--- config.mk ---
export PLATFORM = sky130hd
export DESIGN_NAME = fetch_top
export DESIGN_NICKNAME = d
export VERILOG_FILES = /design/src/hdl/fetch_pkg.sv /design/src/hdl/instr_queue.sv /design/src/hdl/fetch_request.sv /design/src/hdl/fetch_output.sv /design/src/hdl/fetch_top.sv
export VERILOG_INCLUDE_DIRS = /design/src /design/src/hdl
export SDC_FILE = /design/constraint.sdc
export NUM_CORES = 1
export LEC_CHECK = 0
export ABC_AREA = 1
export BUFFER_PORTS_ARGS = -buffer_cell sky130_fd_sc_hd__buf_2
export CAP_MARGIN = 20
export CORE_MARGIN = 8
export CORE_UTILIZATION = 50
export DETAILED_ROUTE_END_ITERATION = 8
export GPL_ROUTABILITY_DRIVEN = 1
export PLACE_DENSITY = 0.76
export SLEW_MARGIN = 20
export SYNTH_ARGS = -nofsm -noshare
export SYNTH_HDL_FRONTEND = slang
export SYNTH_SLANG_ARGS = --single-unit
--- constraint.sdc ---
create_clock -name clk -period 2.85 [get_ports clk]
set_input_delay 0 -clock clk [delete_from_list [all_inputs] [get_ports clk]]
set_output_delay 0 -clock clk [all_outputs]
set_load 0.01 [all_outputs]
--- src/hdl/fetch_defines.svh ---
/*
 * shared constants of the instruction fetch stage.
 * included by the package, the RTL modules and the testbench.
 */
`ifndef FETCH_DEFINES_SVH
`define FETCH_DEFINES_SVH

// width of an address and of an instruction word.
`define FETCH_XLEN 32

// the first address fetched after reset_n or sys_reset.
`define FETCH_START_ADDR 32'h0000_1000

// the queue holds two words, enough to cover one cycle of memory latency.
`define FETCH_IQ_DEPTH 2
`define FETCH_IQ_AWIDTH 1   // log2 of the depth.

// addi x0, x0, 0 is shown toward decode until the first word is fetched.
`define FETCH_NOP 32'h0000_0013

`endif

--- src/hdl/fetch_pkg.sv ---
/*
 * types shared by the fetch RTL and its testbench.
 * every module takes them with a wildcard import of fetch_pkg.
 */
`include "fetch_defines.svh"

package fetch_pkg;

    // one address or one instruction.
    typedef logic [`FETCH_XLEN-1:0] word_t;

    // read request toward the instruction memory.
    typedef struct packed {
        logic  en;     // a read is wanted this cycle.
        word_t addr;   // word aligned.
    } imem_req_t;

    // redirect command coming back from the execute stage.
    typedef struct packed {
        logic  jump;         // one cycle strobe.
        logic  ctx_switch;   // one cycle strobe, wins over jump.
        word_t jump_target;
        word_t ctx_target;
    } redirect_t;

    // the word handed to decode together with its address.
    typedef struct packed {
        logic  valid;
        word_t pc;
        word_t instruction;
    } fetch_out_t;

endpackage

--- src/hdl/instr_queue.sv ---
/*
 * circular instruction queue between the memory reply and decode.
 * it keeps words that were already requested while decode is stalled.
 * a flush empties it in one cycle. DEPTH is a power of two of 2 or more.
 */
`include "fetch_defines.svh"

module instr_queue
    import fetch_pkg::*;
#(
    parameter int DEPTH  = `FETCH_IQ_DEPTH,    // number of entries.
    parameter int AWIDTH = `FETCH_IQ_AWIDTH    // pointer width, log2 of DEPTH.
) (
    input  logic  clk,
    input  logic  reset_n,
    input  logic  flush_i,          // drops every stored word.
    input  logic  push_i,
    input  word_t data_i,
    input  logic  pop_i,
    output word_t data_o,           // head of the queue.
    output logic  occupied_o,       // at least one word is stored.
    output logic  full_o,
    output logic  almost_full_o     // at most one free entry is left.
);
    // count value of a full queue, sized like the counter.
    localparam logic [AWIDTH:0] FULL_COUNT = (AWIDTH + 1)'(DEPTH);

    if (((1 << AWIDTH) != DEPTH) || (DEPTH < 2)) begin : g_depth_check
        $error("instr_queue needs DEPTH equal to 2**AWIDTH and at least 2.");
    end

    word_t             mem [DEPTH];
    logic [AWIDTH-1:0] rd_ptr;      // entry returned on data_o.
    logic [AWIDTH-1:0] wr_ptr;      // entry written by the next push.
    logic [AWIDTH:0]   count;       // one bit wider than the pointers so full and empty differ.

    // the pointers wrap by themselves because DEPTH is a power of two.
    always_ff @(posedge clk or negedge reset_n) begin
        if (!reset_n) begin
            rd_ptr <= '0;
            wr_ptr <= '0;
            count  <= '0;
        end else if (flush_i) begin
            rd_ptr <= '0;   // a flush also recentres the pointers.
            wr_ptr <= '0;
            count  <= '0;
        end else begin
            if (push_i)
                wr_ptr <= wr_ptr + 1'b1;
            if (pop_i)
                rd_ptr <= rd_ptr + 1'b1;
            case ({push_i, pop_i})
                2'b10:   count <= count + 1'b1;
                2'b01:   count <= count - 1'b1;
                default: count <= count;   // a push with a pop leaves the count alone.
            endcase
        end
    end

    always_ff @(posedge clk) begin
        if (push_i && !flush_i)
            mem[wr_ptr] <= data_i;
    end

    assign data_o        = mem[rd_ptr];
    assign occupied_o    = (count != '0);
    assign full_o        = (count == FULL_COUNT);
    assign almost_full_o = (count >= FULL_COUNT - 1'b1);   // request side throttles on this.

    // the request side only lets a reply come back when there is room for it.
    a_no_overflow: assert property (@(posedge clk) disable iff (!reset_n)
        (push_i && !flush_i) |-> (!full_o || pop_i))
        else $error("instr_queue push while full");

    // decode is fed from the memory reply while the queue is empty.
    a_no_underflow: assert property (@(posedge clk) disable iff (!reset_n)
        (pop_i && !flush_i) |-> occupied_o)
        else $error("instr_queue pop while empty");

endmodule

--- src/hdl/fetch_request.sv ---
/*
 * request side of the fetch stage.
 * owns the instruction address and the memory request, qualifies each reply
 * and sends it into the queue or straight on to decode. redirects land here.
 */
`include "fetch_defines.svh"

module fetch_request
    import fetch_pkg::*;
(
    input  logic      clk,
    input  logic      reset_n,
    input  logic      sys_reset_i,       // synchronous restart.
    input  logic      enable_i,          // decode takes a word this cycle.
    input  logic      busy_i,            // memory cannot accept a request.
    input  redirect_t redirect_i,
    input  logic      jump_pending_i,    // output side still waits for the target word.
    input  word_t     imem_data_i,       // reply to last cycle's accepted request.
    input  word_t     iq_data_i,         // head of the queue.
    input  logic      occupied_i,
    input  logic      full_i,
    input  logic      almost_full_i,
    output imem_req_t imem_req_o,
    output logic      push_o,
    output logic      pop_o,
    output logic      flush_o,
    output word_t     iq_data_o,         // word written by a push.
    output word_t     next_instr_o,
    output logic      next_valid_o,
    output logic      redirect_taken_o,
    output word_t     redirect_target_o
);
    word_t iaddr;          // address of the word requested this cycle.
    logic  busy_r;         // set when no request was accepted last cycle.
    logic  stale_r;        // the reply now arriving was asked for before a redirect.
    logic  hold_r;         // requests wait one cycle after any reset.
    logic  reply_valid;
    logic  pass_through;
    logic  req_accepted;

    // a redirect during sys_reset is lost, the restart wins.
    assign redirect_taken_o  = (redirect_i.jump || redirect_i.ctx_switch) && !sys_reset_i;
    assign redirect_target_o = redirect_i.ctx_switch ? redirect_i.ctx_target
                                                     : redirect_i.jump_target;
    assign flush_o = redirect_taken_o || sys_reset_i;   // old words never reach decode.

    // a reply counts only if memory took the request and no redirect came since.
    assign reply_valid = !busy_r && !stale_r;

    // the queue head is older than the reply, so it leaves first.
    assign pop_o        = enable_i && occupied_i;
    assign pass_through = enable_i && !occupied_i;   // decode takes the reply directly.
    assign push_o       = reply_valid && !pass_through && !flush_o;
    assign iq_data_o    = imem_data_i;

    assign next_instr_o = occupied_i ? iq_data_i : imem_data_i;
    assign next_valid_o = occupied_i || reply_valid;

    // a request is made only when its reply will find room in the queue.
    // with a pop the count cannot grow, since a valid reply implies a free entry.
    always_comb begin
        imem_req_o.addr = iaddr;
        if (hold_r)
            imem_req_o.en = 1'b0;
        else if (pop_o)
            imem_req_o.en = 1'b1;
        else if (push_o)
            imem_req_o.en = !almost_full_i;   // this push takes one of the free entries.
        else
            imem_req_o.en = !full_i;
    end

    assign req_accepted = imem_req_o.en && !busy_i;

    always_ff @(posedge clk or negedge reset_n) begin
        if (!reset_n) begin
            busy_r  <= 1'b1;
            stale_r <= 1'b0;
            hold_r  <= 1'b1;
        end else if (sys_reset_i) begin
            busy_r  <= 1'b1;   // nothing was requested, so nothing comes back.
            stale_r <= 1'b0;
            hold_r  <= 1'b1;
        end else begin
            busy_r  <= !req_accepted;
            stale_r <= redirect_taken_o;   // drops the reply to this cycle's request.
            hold_r  <= 1'b0;
        end
    end

    // the address moves on only when memory took the request.
    always_ff @(posedge clk or negedge reset_n) begin
        if (!reset_n)
            iaddr <= `FETCH_START_ADDR;
        else if (sys_reset_i)
            iaddr <= `FETCH_START_ADDR;
        else if (redirect_taken_o)
            iaddr <= redirect_target_o;   // requested in the very next cycle.
        else if (req_accepted)
            iaddr <= iaddr + word_t'(4);
    end

    // the execute stage only hands over word aligned targets.
    a_iaddr_aligned: assert property (@(posedge clk) disable iff (!reset_n)
        imem_req_o.addr[1:0] == 2'b00)
        else $error("fetch_request misaligned request address %h", imem_req_o.addr);

    // after a redirect the output waits, and no old word is offered to it.
    a_redirect_drops_old: assert property (@(posedge clk) disable iff (!reset_n)
        redirect_taken_o |=> (jump_pending_i && !next_valid_o))
        else $error("fetch_request word from before a redirect offered to decode");

endmodule

--- src/hdl/fetch_output.sv ---
/*
 * output side of the fetch stage.
 * registers pc, instruction and valid toward decode and tracks whether a
 * redirect still waits for its first word, which jumping_o shows.
 */
`include "fetch_defines.svh"

module fetch_output
    import fetch_pkg::*;
(
    input  logic       clk,
    input  logic       reset_n,
    input  logic       sys_reset_i,
    input  logic       enable_i,           // decode takes a word this cycle.
    input  word_t      next_instr_i,
    input  logic       next_valid_i,
    input  logic       redirect_taken_i,   // one cycle pulse from the request side.
    input  word_t      redirect_target_i,
    output fetch_out_t fetch_o,
    output logic       jumping_o,
    output logic       jump_pending_o
);
    word_t pc_saved;       // pc of the first word after a redirect or a reset.
    logic  jump_pending;   // that first word has not been taken yet.
    logic  accept;         // decode takes a valid word at this edge.

    assign accept = enable_i && next_valid_i;

    always_ff @(posedge clk or negedge reset_n) begin
        if (!reset_n) begin
            fetch_o.valid       <= 1'b0;
            fetch_o.pc          <= `FETCH_START_ADDR;
            fetch_o.instruction <= `FETCH_NOP;
        end else if (sys_reset_i) begin
            fetch_o.valid       <= 1'b0;
            fetch_o.pc          <= `FETCH_START_ADDR;
            fetch_o.instruction <= `FETCH_NOP;
        end else begin
            if (enable_i)
                fetch_o.valid <= next_valid_i;   // held while decode stalls.
            if (accept)
                fetch_o.instruction <= next_instr_i;
            // while pending the pc is pinned to the target, so the word taken
            // at the end of the wait carries it.
            if (jump_pending)
                fetch_o.pc <= pc_saved;
            else if (accept)
                fetch_o.pc <= fetch_o.pc + word_t'(4);
        end
    end

    // a reset behaves like a redirect to the start address.
    always_ff @(posedge clk or negedge reset_n) begin
        if (!reset_n) begin
            pc_saved     <= `FETCH_START_ADDR;
            jump_pending <= 1'b1;
        end else if (sys_reset_i) begin
            pc_saved     <= `FETCH_START_ADDR;
            jump_pending <= 1'b1;
        end else if (redirect_taken_i) begin
            pc_saved     <= redirect_target_i;
            jump_pending <= 1'b1;   // a new redirect restarts the wait.
        end else if (accept) begin
            jump_pending <= 1'b0;
        end
    end

    assign jumping_o      = jump_pending;
    assign jump_pending_o = jump_pending;

    // the pc comes either from a target or from a chain of +4 steps.
    a_pc_aligned: assert property (@(posedge clk) disable iff (!reset_n)
        fetch_o.pc[1:0] == 2'b00)
        else $error("fetch_output misaligned pc %h", fetch_o.pc);

endmodule

--- src/hdl/fetch_top.sv ---
/*
 * top level of the instruction fetch stage.
 * connects the request side, the instruction queue and the output side.
 */
module fetch_top
    import fetch_pkg::*;
(
    input  logic       clk,
    input  logic       reset_n,
    input  logic       sys_reset_i,
    input  logic       enable_i,
    input  redirect_t  redirect_i,
    output imem_req_t  imem_req_o,
    input  logic       busy_i,
    input  word_t      imem_data_i,
    output fetch_out_t fetch_o,
    output logic       jumping_o
);
    // queue control and data.
    logic  push;
    logic  pop;
    logic  flush;
    word_t iq_wdata;
    word_t iq_rdata;
    logic  occupied;
    logic  full;
    logic  almost_full;

    // toward the output side and back.
    word_t next_instr;
    logic  next_valid;
    logic  redirect_taken;
    word_t redirect_target;
    logic  jump_pending;

    fetch_request u_request (
        .clk              (clk),
        .reset_n          (reset_n),
        .sys_reset_i      (sys_reset_i),
        .enable_i         (enable_i),
        .busy_i           (busy_i),
        .redirect_i       (redirect_i),
        .jump_pending_i   (jump_pending),
        .imem_data_i      (imem_data_i),
        .iq_data_i        (iq_rdata),
        .occupied_i       (occupied),
        .full_i           (full),
        .almost_full_i    (almost_full),
        .imem_req_o       (imem_req_o),
        .push_o           (push),
        .pop_o            (pop),
        .flush_o          (flush),
        .iq_data_o        (iq_wdata),
        .next_instr_o     (next_instr),
        .next_valid_o     (next_valid),
        .redirect_taken_o (redirect_taken),
        .redirect_target_o(redirect_target)
    );

    instr_queue u_queue (
        .clk          (clk),
        .reset_n      (reset_n),
        .flush_i      (flush),
        .push_i       (push),
        .data_i       (iq_wdata),
        .pop_i        (pop),
        .data_o       (iq_rdata),
        .occupied_o   (occupied),
        .full_o       (full),
        .almost_full_o(almost_full)
    );

    fetch_output u_output (
        .clk              (clk),
        .reset_n          (reset_n),
        .sys_reset_i      (sys_reset_i),
        .enable_i         (enable_i),
        .next_instr_i     (next_instr),
        .next_valid_i     (next_valid),
        .redirect_taken_i (redirect_taken),
        .redirect_target_i(redirect_target),
        .fetch_o          (fetch_o),
        .jumping_o        (jumping_o),
        .jump_pending_o   (jump_pending)
    );

endmodule

# After elaboration in Yosys (flattened, before gate mapping)
# Memories as Yosys holds them, arrays and structs flattened.
# Cells that the tools add are included.
[totals]
register_bits = 137
latch_bits = 0
ramBits = 64
mem_bits_ro = 0
in_bits = 103
out_inout_bits = 99
mem_count = 1
[op_classes]
n_addsub = 6
multipliers = 0
n_div = 0
n_lt_le_gt_ge = 1
n_eq_ne = 3
n_shift = 0
mux = 29
n_bitwise = 0
reduce_logical = 32
[mem_list]
columns = ["memory", "words", "width", "rd", "rd_clocked_by_memory_dff", "write_ports", "line_no", "source"]
rows = [
  ["u_queue.mem", 2, 32, 1, 0, 1, "instr_queue.sv:32", "word_t mem [DEPTH];"],
]
[ops]
columns = ["cell", "count"]
rows = [
  ["two-way mux 32 bit", 10],
  ["two-way mux 65 bit", 1],
  ["adder 32 x 3 -> 32 bit (second input constant)", 2],
  ["two-way mux 1 bit", 16],
  ["nonzero test 2 bit", 6],
  ["nonzero test 3 bit", 4],
  ["logical NOT 1 bit", 10],
  ["logical AND 1 bit", 9],
  ["== test 2 bit (second input constant)", 2],
  ["case mux 2 bit (2 select lines)", 1],
  ["logical OR 1 bit", 3],
  ["adder 1 bit (second input constant)", 2],
  ["adder 2 x 1 -> 2 bit (second input constant)", 1],
  ["== test 2 x 1 -> 1 bit (second input constant)", 1],
  [">= comparator 2 x 1 -> 1 bit (second input constant)", 1],
  ["two-way mux 2 bit", 1],
  ["subtractor 2 x 1 -> 2 bit (second input constant)", 1],
]

# Logic depth before layout (Yosys ltp)
# Gate-level depths: netlist of the first run.
[depth]
word_depth = 13
mapped_depth = 16
depth_no_buf = 14

# Cells and area by module
# A second synthesis of the first run with hierarchy kept.
[hier_totals]
cells_unflattened = 1370
area_unflattened_um2 = 11218.3
[by_module_without_submodules]
columns = ["module", "instances", "cells_per_inst", "area_per_inst_um2", "seq_area_each_um2"]
rows = [
  ["fetch_output", 1, 573, 4828.4, 2459.9],
  ["fetch_request", 1, 663, 3684.8, 879.6],
  ["instr_queue", 1, 134, 2705.1, 2021.9],
]

# Least setup slack after synthesis of the first run
# No wires, ideal clock.
[synth_path]
kind = "register to register"
start = "register u_queue.count[0]"
end = "memory u_queue.mem[0][0] in the netlist's numbering, enable pin"
setup_ps = 421
arrival_ps = 2395
t_required_ps = 2429
path_slack_ps = 34
path_stages_with_launch = 9
n_path_buf = 1
synth_period_minus_slack_ps = 2816
path_cell_list = "dfrtp_1 > inv_1 > ha_1 > buf_4 > nand2_1 > nand2_1 > inv_1 > nand2_4 > nor2_1"
[synth_between]
elab_chain_cells = 9
[synth_rtl]
columns = ["element", "line_no", "source"]
rows = [
  ["from (decl)", "instr_queue.sv:35", "logic [AWIDTH:0] count;"],
  ["from (signal assigned)", "instr_queue.sv:53", "2'b10: count <= count + 1'b1;"],
  ["from (signal assigned)", "instr_queue.sv:54", "2'b01: count <= count - 1'b1;"],
  ["from (signal assigned)", "instr_queue.sv:55", "default: count <= count;"],
  ["nonzero test 2 bit", "instr_queue.sv:66", "assign occupied_o = (count != '0);"],
  ["logical NOT 1 bit", "fetch_request.sv:52", "assign pass_through = enable_i && !occupied_i;"],
  ["logical AND 1 bit", "fetch_request.sv:52", ""],
  ["logical NOT 1 bit", "fetch_request.sv:53", "assign push_o = reply_valid && !pass_through && !flush_o;"],
  ["logical AND 1 bit (2 in series)", "fetch_request.sv:53", ""],
  ["logical AND 1 bit", "instr_queue.sv:61", "if (push_i && !flush_i)"],
  ["two-way mux 1 bit", "instr_queue.sv:61", ""],
  ["two-way mux 1 bit (not written as such)", "instr_queue.sv:62", "mem[wr_ptr] <= data_i;"],
  ["to (decl)", "instr_queue.sv:32", ""],
]
# No other way between the ends.

# Worst setup path in the final report of the first run
[layout_path]
start = "input redirect_i[65] in the netlist's numbering"
end = "register u_output.pc_saved[19]"
[layout_between]
elab_chain_cells = 3
[layout_rtl]
columns = ["element", "line_no", "source"]
rows = [
  ["from (decl)", "fetch_top.sv:12", "input redirect_t redirect_i,"],
  ["logical OR 1 bit", "fetch_request.sv:42", "assign redirect_taken_o = (redirect_i.jump || redirect_i.ctx_switch) && !sys_reset_i;"],
  ["logical AND 1 bit", "fetch_request.sv:42", ""],
  ["nonzero test 2 bit (no line)", "n/a", ""],
  ["to (signal assigned)", "fetch_output.sv:55", "pc_saved <= `FETCH_START_ADDR;"],
  ["to (signal assigned)", "fetch_output.sv:58", "pc_saved <= `FETCH_START_ADDR;"],
  ["to (signal assigned)", "fetch_output.sv:61", "pc_saved <= redirect_target_i;"],
  ["to (decl)", "fetch_output.sv:23", "word_t pc_saved;"],
]
# No other way between the ends.
# A chain may end at the register's enable or synchronous reset.

==> results of run 1 <==
## worst max path at each step
stage,to,depth (start not counted)
finish,u_output.pc_saved[19],9
global route,u_output.pc_saved[23],9
CTS,u_request.iaddr[10],13
detailed placement,u_request.iaddr[26],11
global placement,u_request.iaddr[11],13
floorplan,u_queue.mem[0][0],8
## worst reg2reg max path, cell delays in order (launching register included)
cell and delay, ns:
dfrtp_1 0.41, inv_1 0.09, ha_1 0.32, nor2_1 0.15
a21oi_1 0.21, nand2_2 0.10, nand3_4 0.10, nand2_2 0.43
inv_6 0.33, nand2_1 0.08, nand2_1 0.08, inv_1 0.04
## metal layers
layer,wire [um],vias up
met5,0,-
met1,13500,4796
met3,2780,94
met2,15100,537
li1,-,4827
met4,1060,0
## per-stage QoR
step | utilization [%] | hold slack (ns) | cell area (sq um) | setup WS (ns) | std cells
floorplan | - | -0.296 | 10200 | 0.0343 | 1307
global placement | 56.7 | 0.0335 | 11400 | 0.547 | 1740
detailed placement | 56.7 | 0.0405 | 11400 | 0.455 | 1740
CTS | 66.0 | 0.0759 | 13300 | 0.0944 | 1883
global route | 66.2 | 0.112 | 13400 | 0.0383 | 1888
finish | 66.2 | 0.0634 | 13400 | 0.180 | 1889
## power breakdown
| part | internal, W | switching (W) | leakage, nW |
|---|---|---|---|
| clock | 0.00207 | 0.00121 | 0.407 |
| sequential | 0.00309 | 0.000121 | 2.39 |
| combinational | 0.000325 | 0.000448 | 3.56 |
## repair_timing
item | CTS | global route
setup buffers | 0 | 4
endpoints found under the setup margin | 0 | 6
endpoints found under the hold margin | 215 | 0
hold buffers | 103 | 0
resized for setup | 0 | 1
## cell type report
cell class / count / area share (%)
Inverter: 129 / 3.71
Clock buffer: 24 / 4.18
Antenna cell: 1 / 0.0187
Tap cell: 270 / 2.53
Timing Repair Buffer: 325 / 16.6
Clock inverter: 16 / 2.10
Sequential cell: 201 / 40.1
Multi-Input combinational cell: 922 / 30.7
Timing Repair inverter: 1 / 0.0375
## kinds of logic after synthesis
family	after synthesis	synth area share, %
adder cells (fa/ha/maj)	4	0.490
XOR/XNOR	3	0.257
buffers and inverters	184	7.40
AND/OR/NAND/NOR	700	28.1
flip-flops	201	52.5
AO/OA/AOI/OAI	215	11.2
## placed cells by master, fill, tap and decap left out, types with 3 or more instances in the layout
master / n
buf_4: 20
nor3_1: 10
dlygate4sd3_1: 103
o21ai_0: 150
o21ai_1: 4
dfrtp_1: 128
nand2_1: 454
nand2_2: 3
a21oi_1: 33
clkbuf_16: 22
inv_1: 124
nand3_1: 91
nand3b_1: 3
nor2_2: 6
clkinv_2: 4
nor2_1: 112
buf_2: 200
dfstp_2: 9
ha_1: 4
bufinv_16: 7
nand4_1: 11
clkinv_4: 3
a31oi_1: 8
o211ai_1: 5
o31ai_1: 4
edfxtp_1: 64
## state kept, by name (all words and copies together) (netlist names)
register	count
u_output.fetch_o	65
u_queue.count	2
u_queue.wr_ptr	1
u_queue.rd_ptr	1
u_request.hold_r	1
u_queue.mem	64
u_request.busy_r	1
u_output.jump_pending_o	1
u_output.pc_saved	32
u_request.stale_r	1
u_request.iaddr	32
==> results.py, run 1 <==
metrics = {
    "status": {
        "outcome": "finished, final reports clean",
    },
    "global_routing": {
        "grt.total_usage_pct": 24.9,
        "use_met3_pct": 4.83,
        "grt_max_degree": 60,
        "antenna_found_initial": 0,
        "grt_pass1_vias": 9940,
        "met1_usage_pct": 33.1,
        "grt_pass1_wl_um": 52200,
        "grt.met2_usage_pct": 40.0,
        "grt_overflow": 0,
        "grt-busiest-layer": "met2",
    },
    "yosys": {
        "synth_most_common_cell": "nand2_1",
        "ys_ff_latch": 201,
        "synth_edf_count": 64,
        "syn_nets": 1414,
        "synth-seq-area-share_pct": 52.5,
        "synth.top_cell.area_share_pct": 31.4,
        "synth_cell_types": 46,
        "ys.flop_type": "dfrtp_1",
        "syn_avg_cell_area_sq_um": 7.81,
        "yosys-top-cells-area": "dfrtp_1, edfxtp_1, nand2_1",
        "syn_inst": 1307,
        "synth_top_area_cell": "dfrtp_1",
        "synthTopCellsByCount": "nand2_1, o21ai_0, dfrtp_1",
        "netlist_area_sq_um": 10200,
        "yosys_warnings": 0,
        "synthArstFlopShare_pct": 68.2,
    },
    "sta": {
        "setup_violations": 0,
        "period_needed_ns": 2.67,
        "max_freq_mhz": 374,
        "relSlewSlack_pct": 51.4,
        "rsz0062_at_grt": "false",
        "worst_pin_slew_ns": 0.726,
        "finClkSkew_ns": 0.0104,
        "period_share_pct": 93.7,
        "finalHoldViolations": 0,
        "slew_violations": 0,
        "final.setup.tns_ns": 0,
    },
    "clock_tree": {
        "cts_tree": "done",
        "clockRootBuffer": "clkbuf_16",
        "clock-sinks": 201,
        "cts_buffers": 22,
        "clk_path_buf_depth": 3,
        "clkLatencyLatePin_ns": 0.51,
        "cts_htree_levels": 1,
        "path_clk_slew_ns": 0.07,
    },
    "worst_setup_path": {
        "reg2reg_slack_ns": 0.41,
        "worstSetupPathType": "input port to register",
        "end_kind": "register",
        "path_delay_family": "buffers and inverters",
        "startpoint": "redirect_i[65]",
        "cp_cell_sequence": "dlygate4sd3_1 -> buf_2 -> inv_1 -> nand2_4 -> dlygate4sd3_1 -> nor2_8 -> buf_4 -> clkinvlp_2 -> o21ai_0",
        "worstPathRequired_ns": 3.26,
        "reg2reg_depth": 11,
        "path_buf_inv": 6,
        "cp_slowest_cell": "dlygate4sd3_1",
        "cpMostUsedCell": "dlygate4sd3_1",
        "cpPeakStageDelay_ns": 0.66,
        "reg2reg_from": "u_queue.count[0]",
        "worst-endpoint-arrival_ns": 3.08,
        "critPathMaxFanout": 30,
        "regToRegEndpoint": "u_request.iaddr[26]",
        "worst_setup_path_start_kind": "input port",
    },
    "die": {
        "start_util_pct": 50.6,
        "row_count": 52,
        "die_w_um": 159,
        "coreArea_sq_um": 20200,
        "io_pins": 202,
        "die-area_sq_um": 25200,
        "die_y_um": 159,
    },
    "pwr": {
        "total_power_w": 0.00726,
        "peakVddDrop_v": 0.000381,
        "leakagePower_nw": 6.36,
        "cellPowerDensity_nw_per_um2": 544,
    },
    "routing": {
        "vias": 10254,
        "viasPerCell": 5.43,
        "final_antenna_net_count": 0,
        "drt_pass1_iterations": 7,
        "drc": 0,
        "wire_per_inst_um": 17.2,
        "wirelength_um": 32400,
        "drt_iter0_drc": 1045,
    },
    "hold_path": {
        "hold_path_class": "input port to async pin",
    },
    "finish": {
        "drive_above_1_share_pct": 17.9,
        "nets": 1709,
        "multi_input_area_sq_um": 4100,
        "nFillCells": 1627,
        "seq_area_sq_um": 5360,
        "area_growth_syn_to_layout_pct": 30.8,
    },
    "placement": {
        "dp_hpwl_um": 21000,
        "gp_congestion": 0.913,
        "io_buffers": 201,
    },
    "flow_run": {
        "cap_violations": 0,
    },
}
(Power assumes the default switching activity.)
==> run 2, diff against run 1 <==
--- a/config.mk
+++ b/config.mk
@@ -9,11 +9,11 @@
 export ABC_AREA = 1
 export BUFFER_PORTS_ARGS = -buffer_cell sky130_fd_sc_hd__buf_2
 export CAP_MARGIN = 20
-export CORE_MARGIN = 8
 export CORE_UTILIZATION = 50
 export DETAILED_ROUTE_END_ITERATION = 8
 export GPL_ROUTABILITY_DRIVEN = 1
 export PLACE_DENSITY = 0.76
+export RECOVER_POWER = 50
 export SLEW_MARGIN = 20
 export SYNTH_ARGS = -nofsm -noshare
 export SYNTH_HDL_FRONTEND = slang
==> run 2 against run 1 <==
Compared with the run above: sequential power is essentially flat; routed wire length down 3.9%; via count is 0.43% lower; largest cell class unchanged; sequential cell count unchanged.
==> results.py, run 2 (synthesized netlist as in run 1, its figures left out) <==
metrics = {
    "status": {
        "outcome": "finished, final reports clean",
    },
    "pwr": {
        "clkPwrFrac_pct": 41.4,
        "leakagePower_nw": 6.01,
        "cellPowerDensity_nw_per_um2": 517,
        "switching_share_pct": 25.8,
        "peakVddDrop_v": 0.000341,
        "p_sw_w": 0.00175,
        "p_seq_share_pct": 47.4,
        "internal-power_w": 0.00504,
        "comb_power_share_pct": 11.2,
    },
    "global_routing": {
        "grt_pass1_wl_um": 49500,
        "grt_pass1_vias": 9587,
        "grt_overflow": 0,
        "grt.total_usage_pct": 30.3,
        "grt_max_degree": 60,
        "antenna_found_initial": 0,
    },
    "routing": {
        "met3_length_um": 2950,
        "vias": 10210,
        "wire_per_inst_um": 16.5,
        "drc": 0,
        "final_antenna_net_count": 0,
        "drt_pass1_iterations": 6,
        "top_layer": "met4",
        "wl_met2_um": 14300,
        "viasPerCell": 5.42,
        "drt_iter0_drc": 930,
        "wl_met1_um": 13100,
        "wirelength_um": 31200,
    },
    "sta": {
        "finClkSkew_ns": 0.0136,
        "max_freq_mhz": 378,
        "relSlewSlack_pct": 2.37,
        "period_share_pct": 92.7,
        "finalHoldViolations": 0,
        "setup_violations": 0,
        "final.setup.tns_ns": 0,
        "slew_violations": 0,
        "layout_setup_ws_ns": 0.207,
        "period_needed_ns": 2.64,
        "worst_pin_slew_ns": 1.46,
        "rsz0062_at_grt": "false",
        "hold_slack_ns": 0.253,
    },
    "die": {
        "io_pins": 202,
        "die_w_um": 145,
        "coreArea_sq_um": 19700,
        "die_y_um": 145,
        "die-area_sq_um": 21000,
        "row_count": 51,
        "start_util_pct": 51.8,
    },
    "finish": {
        "drive_above_1_share_pct": 12.1,
        "reg_top3": "u_output.fetch_o (65), u_queue.mem (64)",
        "area_growth_syn_to_layout_pct": 28.7,
        "final_cell_mix": "nand2_1, o21ai_0, dfrtp_1, inv_1, buf_2",
        "largest_reg_flops": 65,
        "mostFrequentLayoutCell": "nand2_1",
        "antenna_cells": 0,
        "regMostFlops": "u_output.fetch_o",
        "nets": 1710,
        "postLayoutCellArea_sq_um": 13100,
    },
    "clock_tree": {
        "cts_buffers": 22,
        "cts_resized": 0,
        "cts_htree_levels": 1,
        "clkLatencyLatePin_ns": 0.51,
        "clock-sinks": 201,
        "clockRootBuffer": "clkbuf_16",
        "cts_tree": "done",
        "path_clk_slew_ns": 0.06,
        "clk_path_buf_depth": 3,
    },
    "worst_setup_path": {
        "worstPathRequired_ns": 3.25,
        "end_kind": "register",
        "critPathMaxFanout": 35,
        "worst_setup_path_start_kind": "input port",
        "worst-endpoint-arrival_ns": 3.04,
        "worstSetupPathType": "input port to register",
    },
    "placement": {
        "gp_congestion": 0.888,
        "dpl_cell_area_sq_um": 11400,
        "dp_hpwl_um": 19700,
        "place_ws_ns": 0.483,
        "io_buffers": 201,
    },
    "hold_path": {
        "hold_path_class": "input port to register",
    },
    "flow_run": {
        "cap_violations": 0,
    },
}
[run 2: changes by cell type in the layout (fill, tap and decap cells not counted), sizes merged]
cell         change
diode            -1
inv              +2
clkinvlp         -1
clkbuf          +89
bufinv           -5
clkinv           -3
dlygate4sd3      +6
buf             -87
[run 2: layer usage]
layer / track usage [%] / up-vias
met1: 43.2 / 4757
li1: - / 4831
met2: 47.5 / 537
met5: 0 / -
met3: 5.13 / 85
met4: 9.03 / 0
[run 2: worst max-delay path, cell delays in order]
cell and delay [ns]:
dlygate4sd3_1 0.52, buf_2 0.12, inv_1 0.09, nand2_4 0.06
dlygate4sd3_1 0.63, nor2_8 0.31, nand2_4 0.12, nand2_2 0.08
nand2_2 0.06, nand3_4 0.11, nand2_2 0.41, buf_4 0.33
a21oi_1 0.12, nor2_1 0.05
[run 2: final cells by class]
class                   instances  area (sq um)
multi-input cells             922          4100
inverters                     129           492
flip-flops and latches        201          5360
repair buffers                327          2150
clock inverters                10           124
fillers                      1595          6580
well taps                     265           332
clock buffers                  30           581
[run 2: stage by stage]
step,utilization (%),power [W],std cells
floorplan,-,0.00355,1307
global placement,58.1,0.00386,1735
detailed placement,58.1,0.00387,1735
CTS,67.2,0.00679,1884
global route,66.6,0.00703,1884
finish,66.6,0.00679,1884
[run 2: power groups by stage]
| stage | combinational, W | sequential, W | clock [W] |
|---|---|---|---|
| after floorplan | 0.000287 | 0.00326 | 0 |
| after global placement | 0.000597 | 0.00326 | 0 |
| after detailed placement | 0.000611 | 0.00326 | 0 |
| after CTS | 0.000749 | 0.00321 | 0.00284 |
| after global routing | 0.000841 | 0.00323 | 0.00296 |
| final | 0.000762 | 0.00321 | 0.00281 |
[run 2: what timing repair did]
action                    CTS  global route
hold endpoints to repair  264             0
buffers inserted            0             0
hold buffers              109             0
[run 2: final timing paths]
check / to / from / depth (start not counted) / slack (ns)
max in group asynchronous: u_output.fetch_o[14] / reset_n / 3 / 0.99
hold reg to reg: u_output.fetch_o[26] / u_output.fetch_o[26] / 2 / 0.49
hold / removal: u_queue.mem[0][13] / imem_data_i[13] / 2 / 0.25
setup / recovery: u_request.iaddr[11] / redirect_i[65] / 14 / 0.21
min in group asynchronous: u_output.fetch_o[55] / reset_n / 2 / 0.39
setup reg to reg: u_request.iaddr[11] / u_queue.count[0] / 13 / 0.41
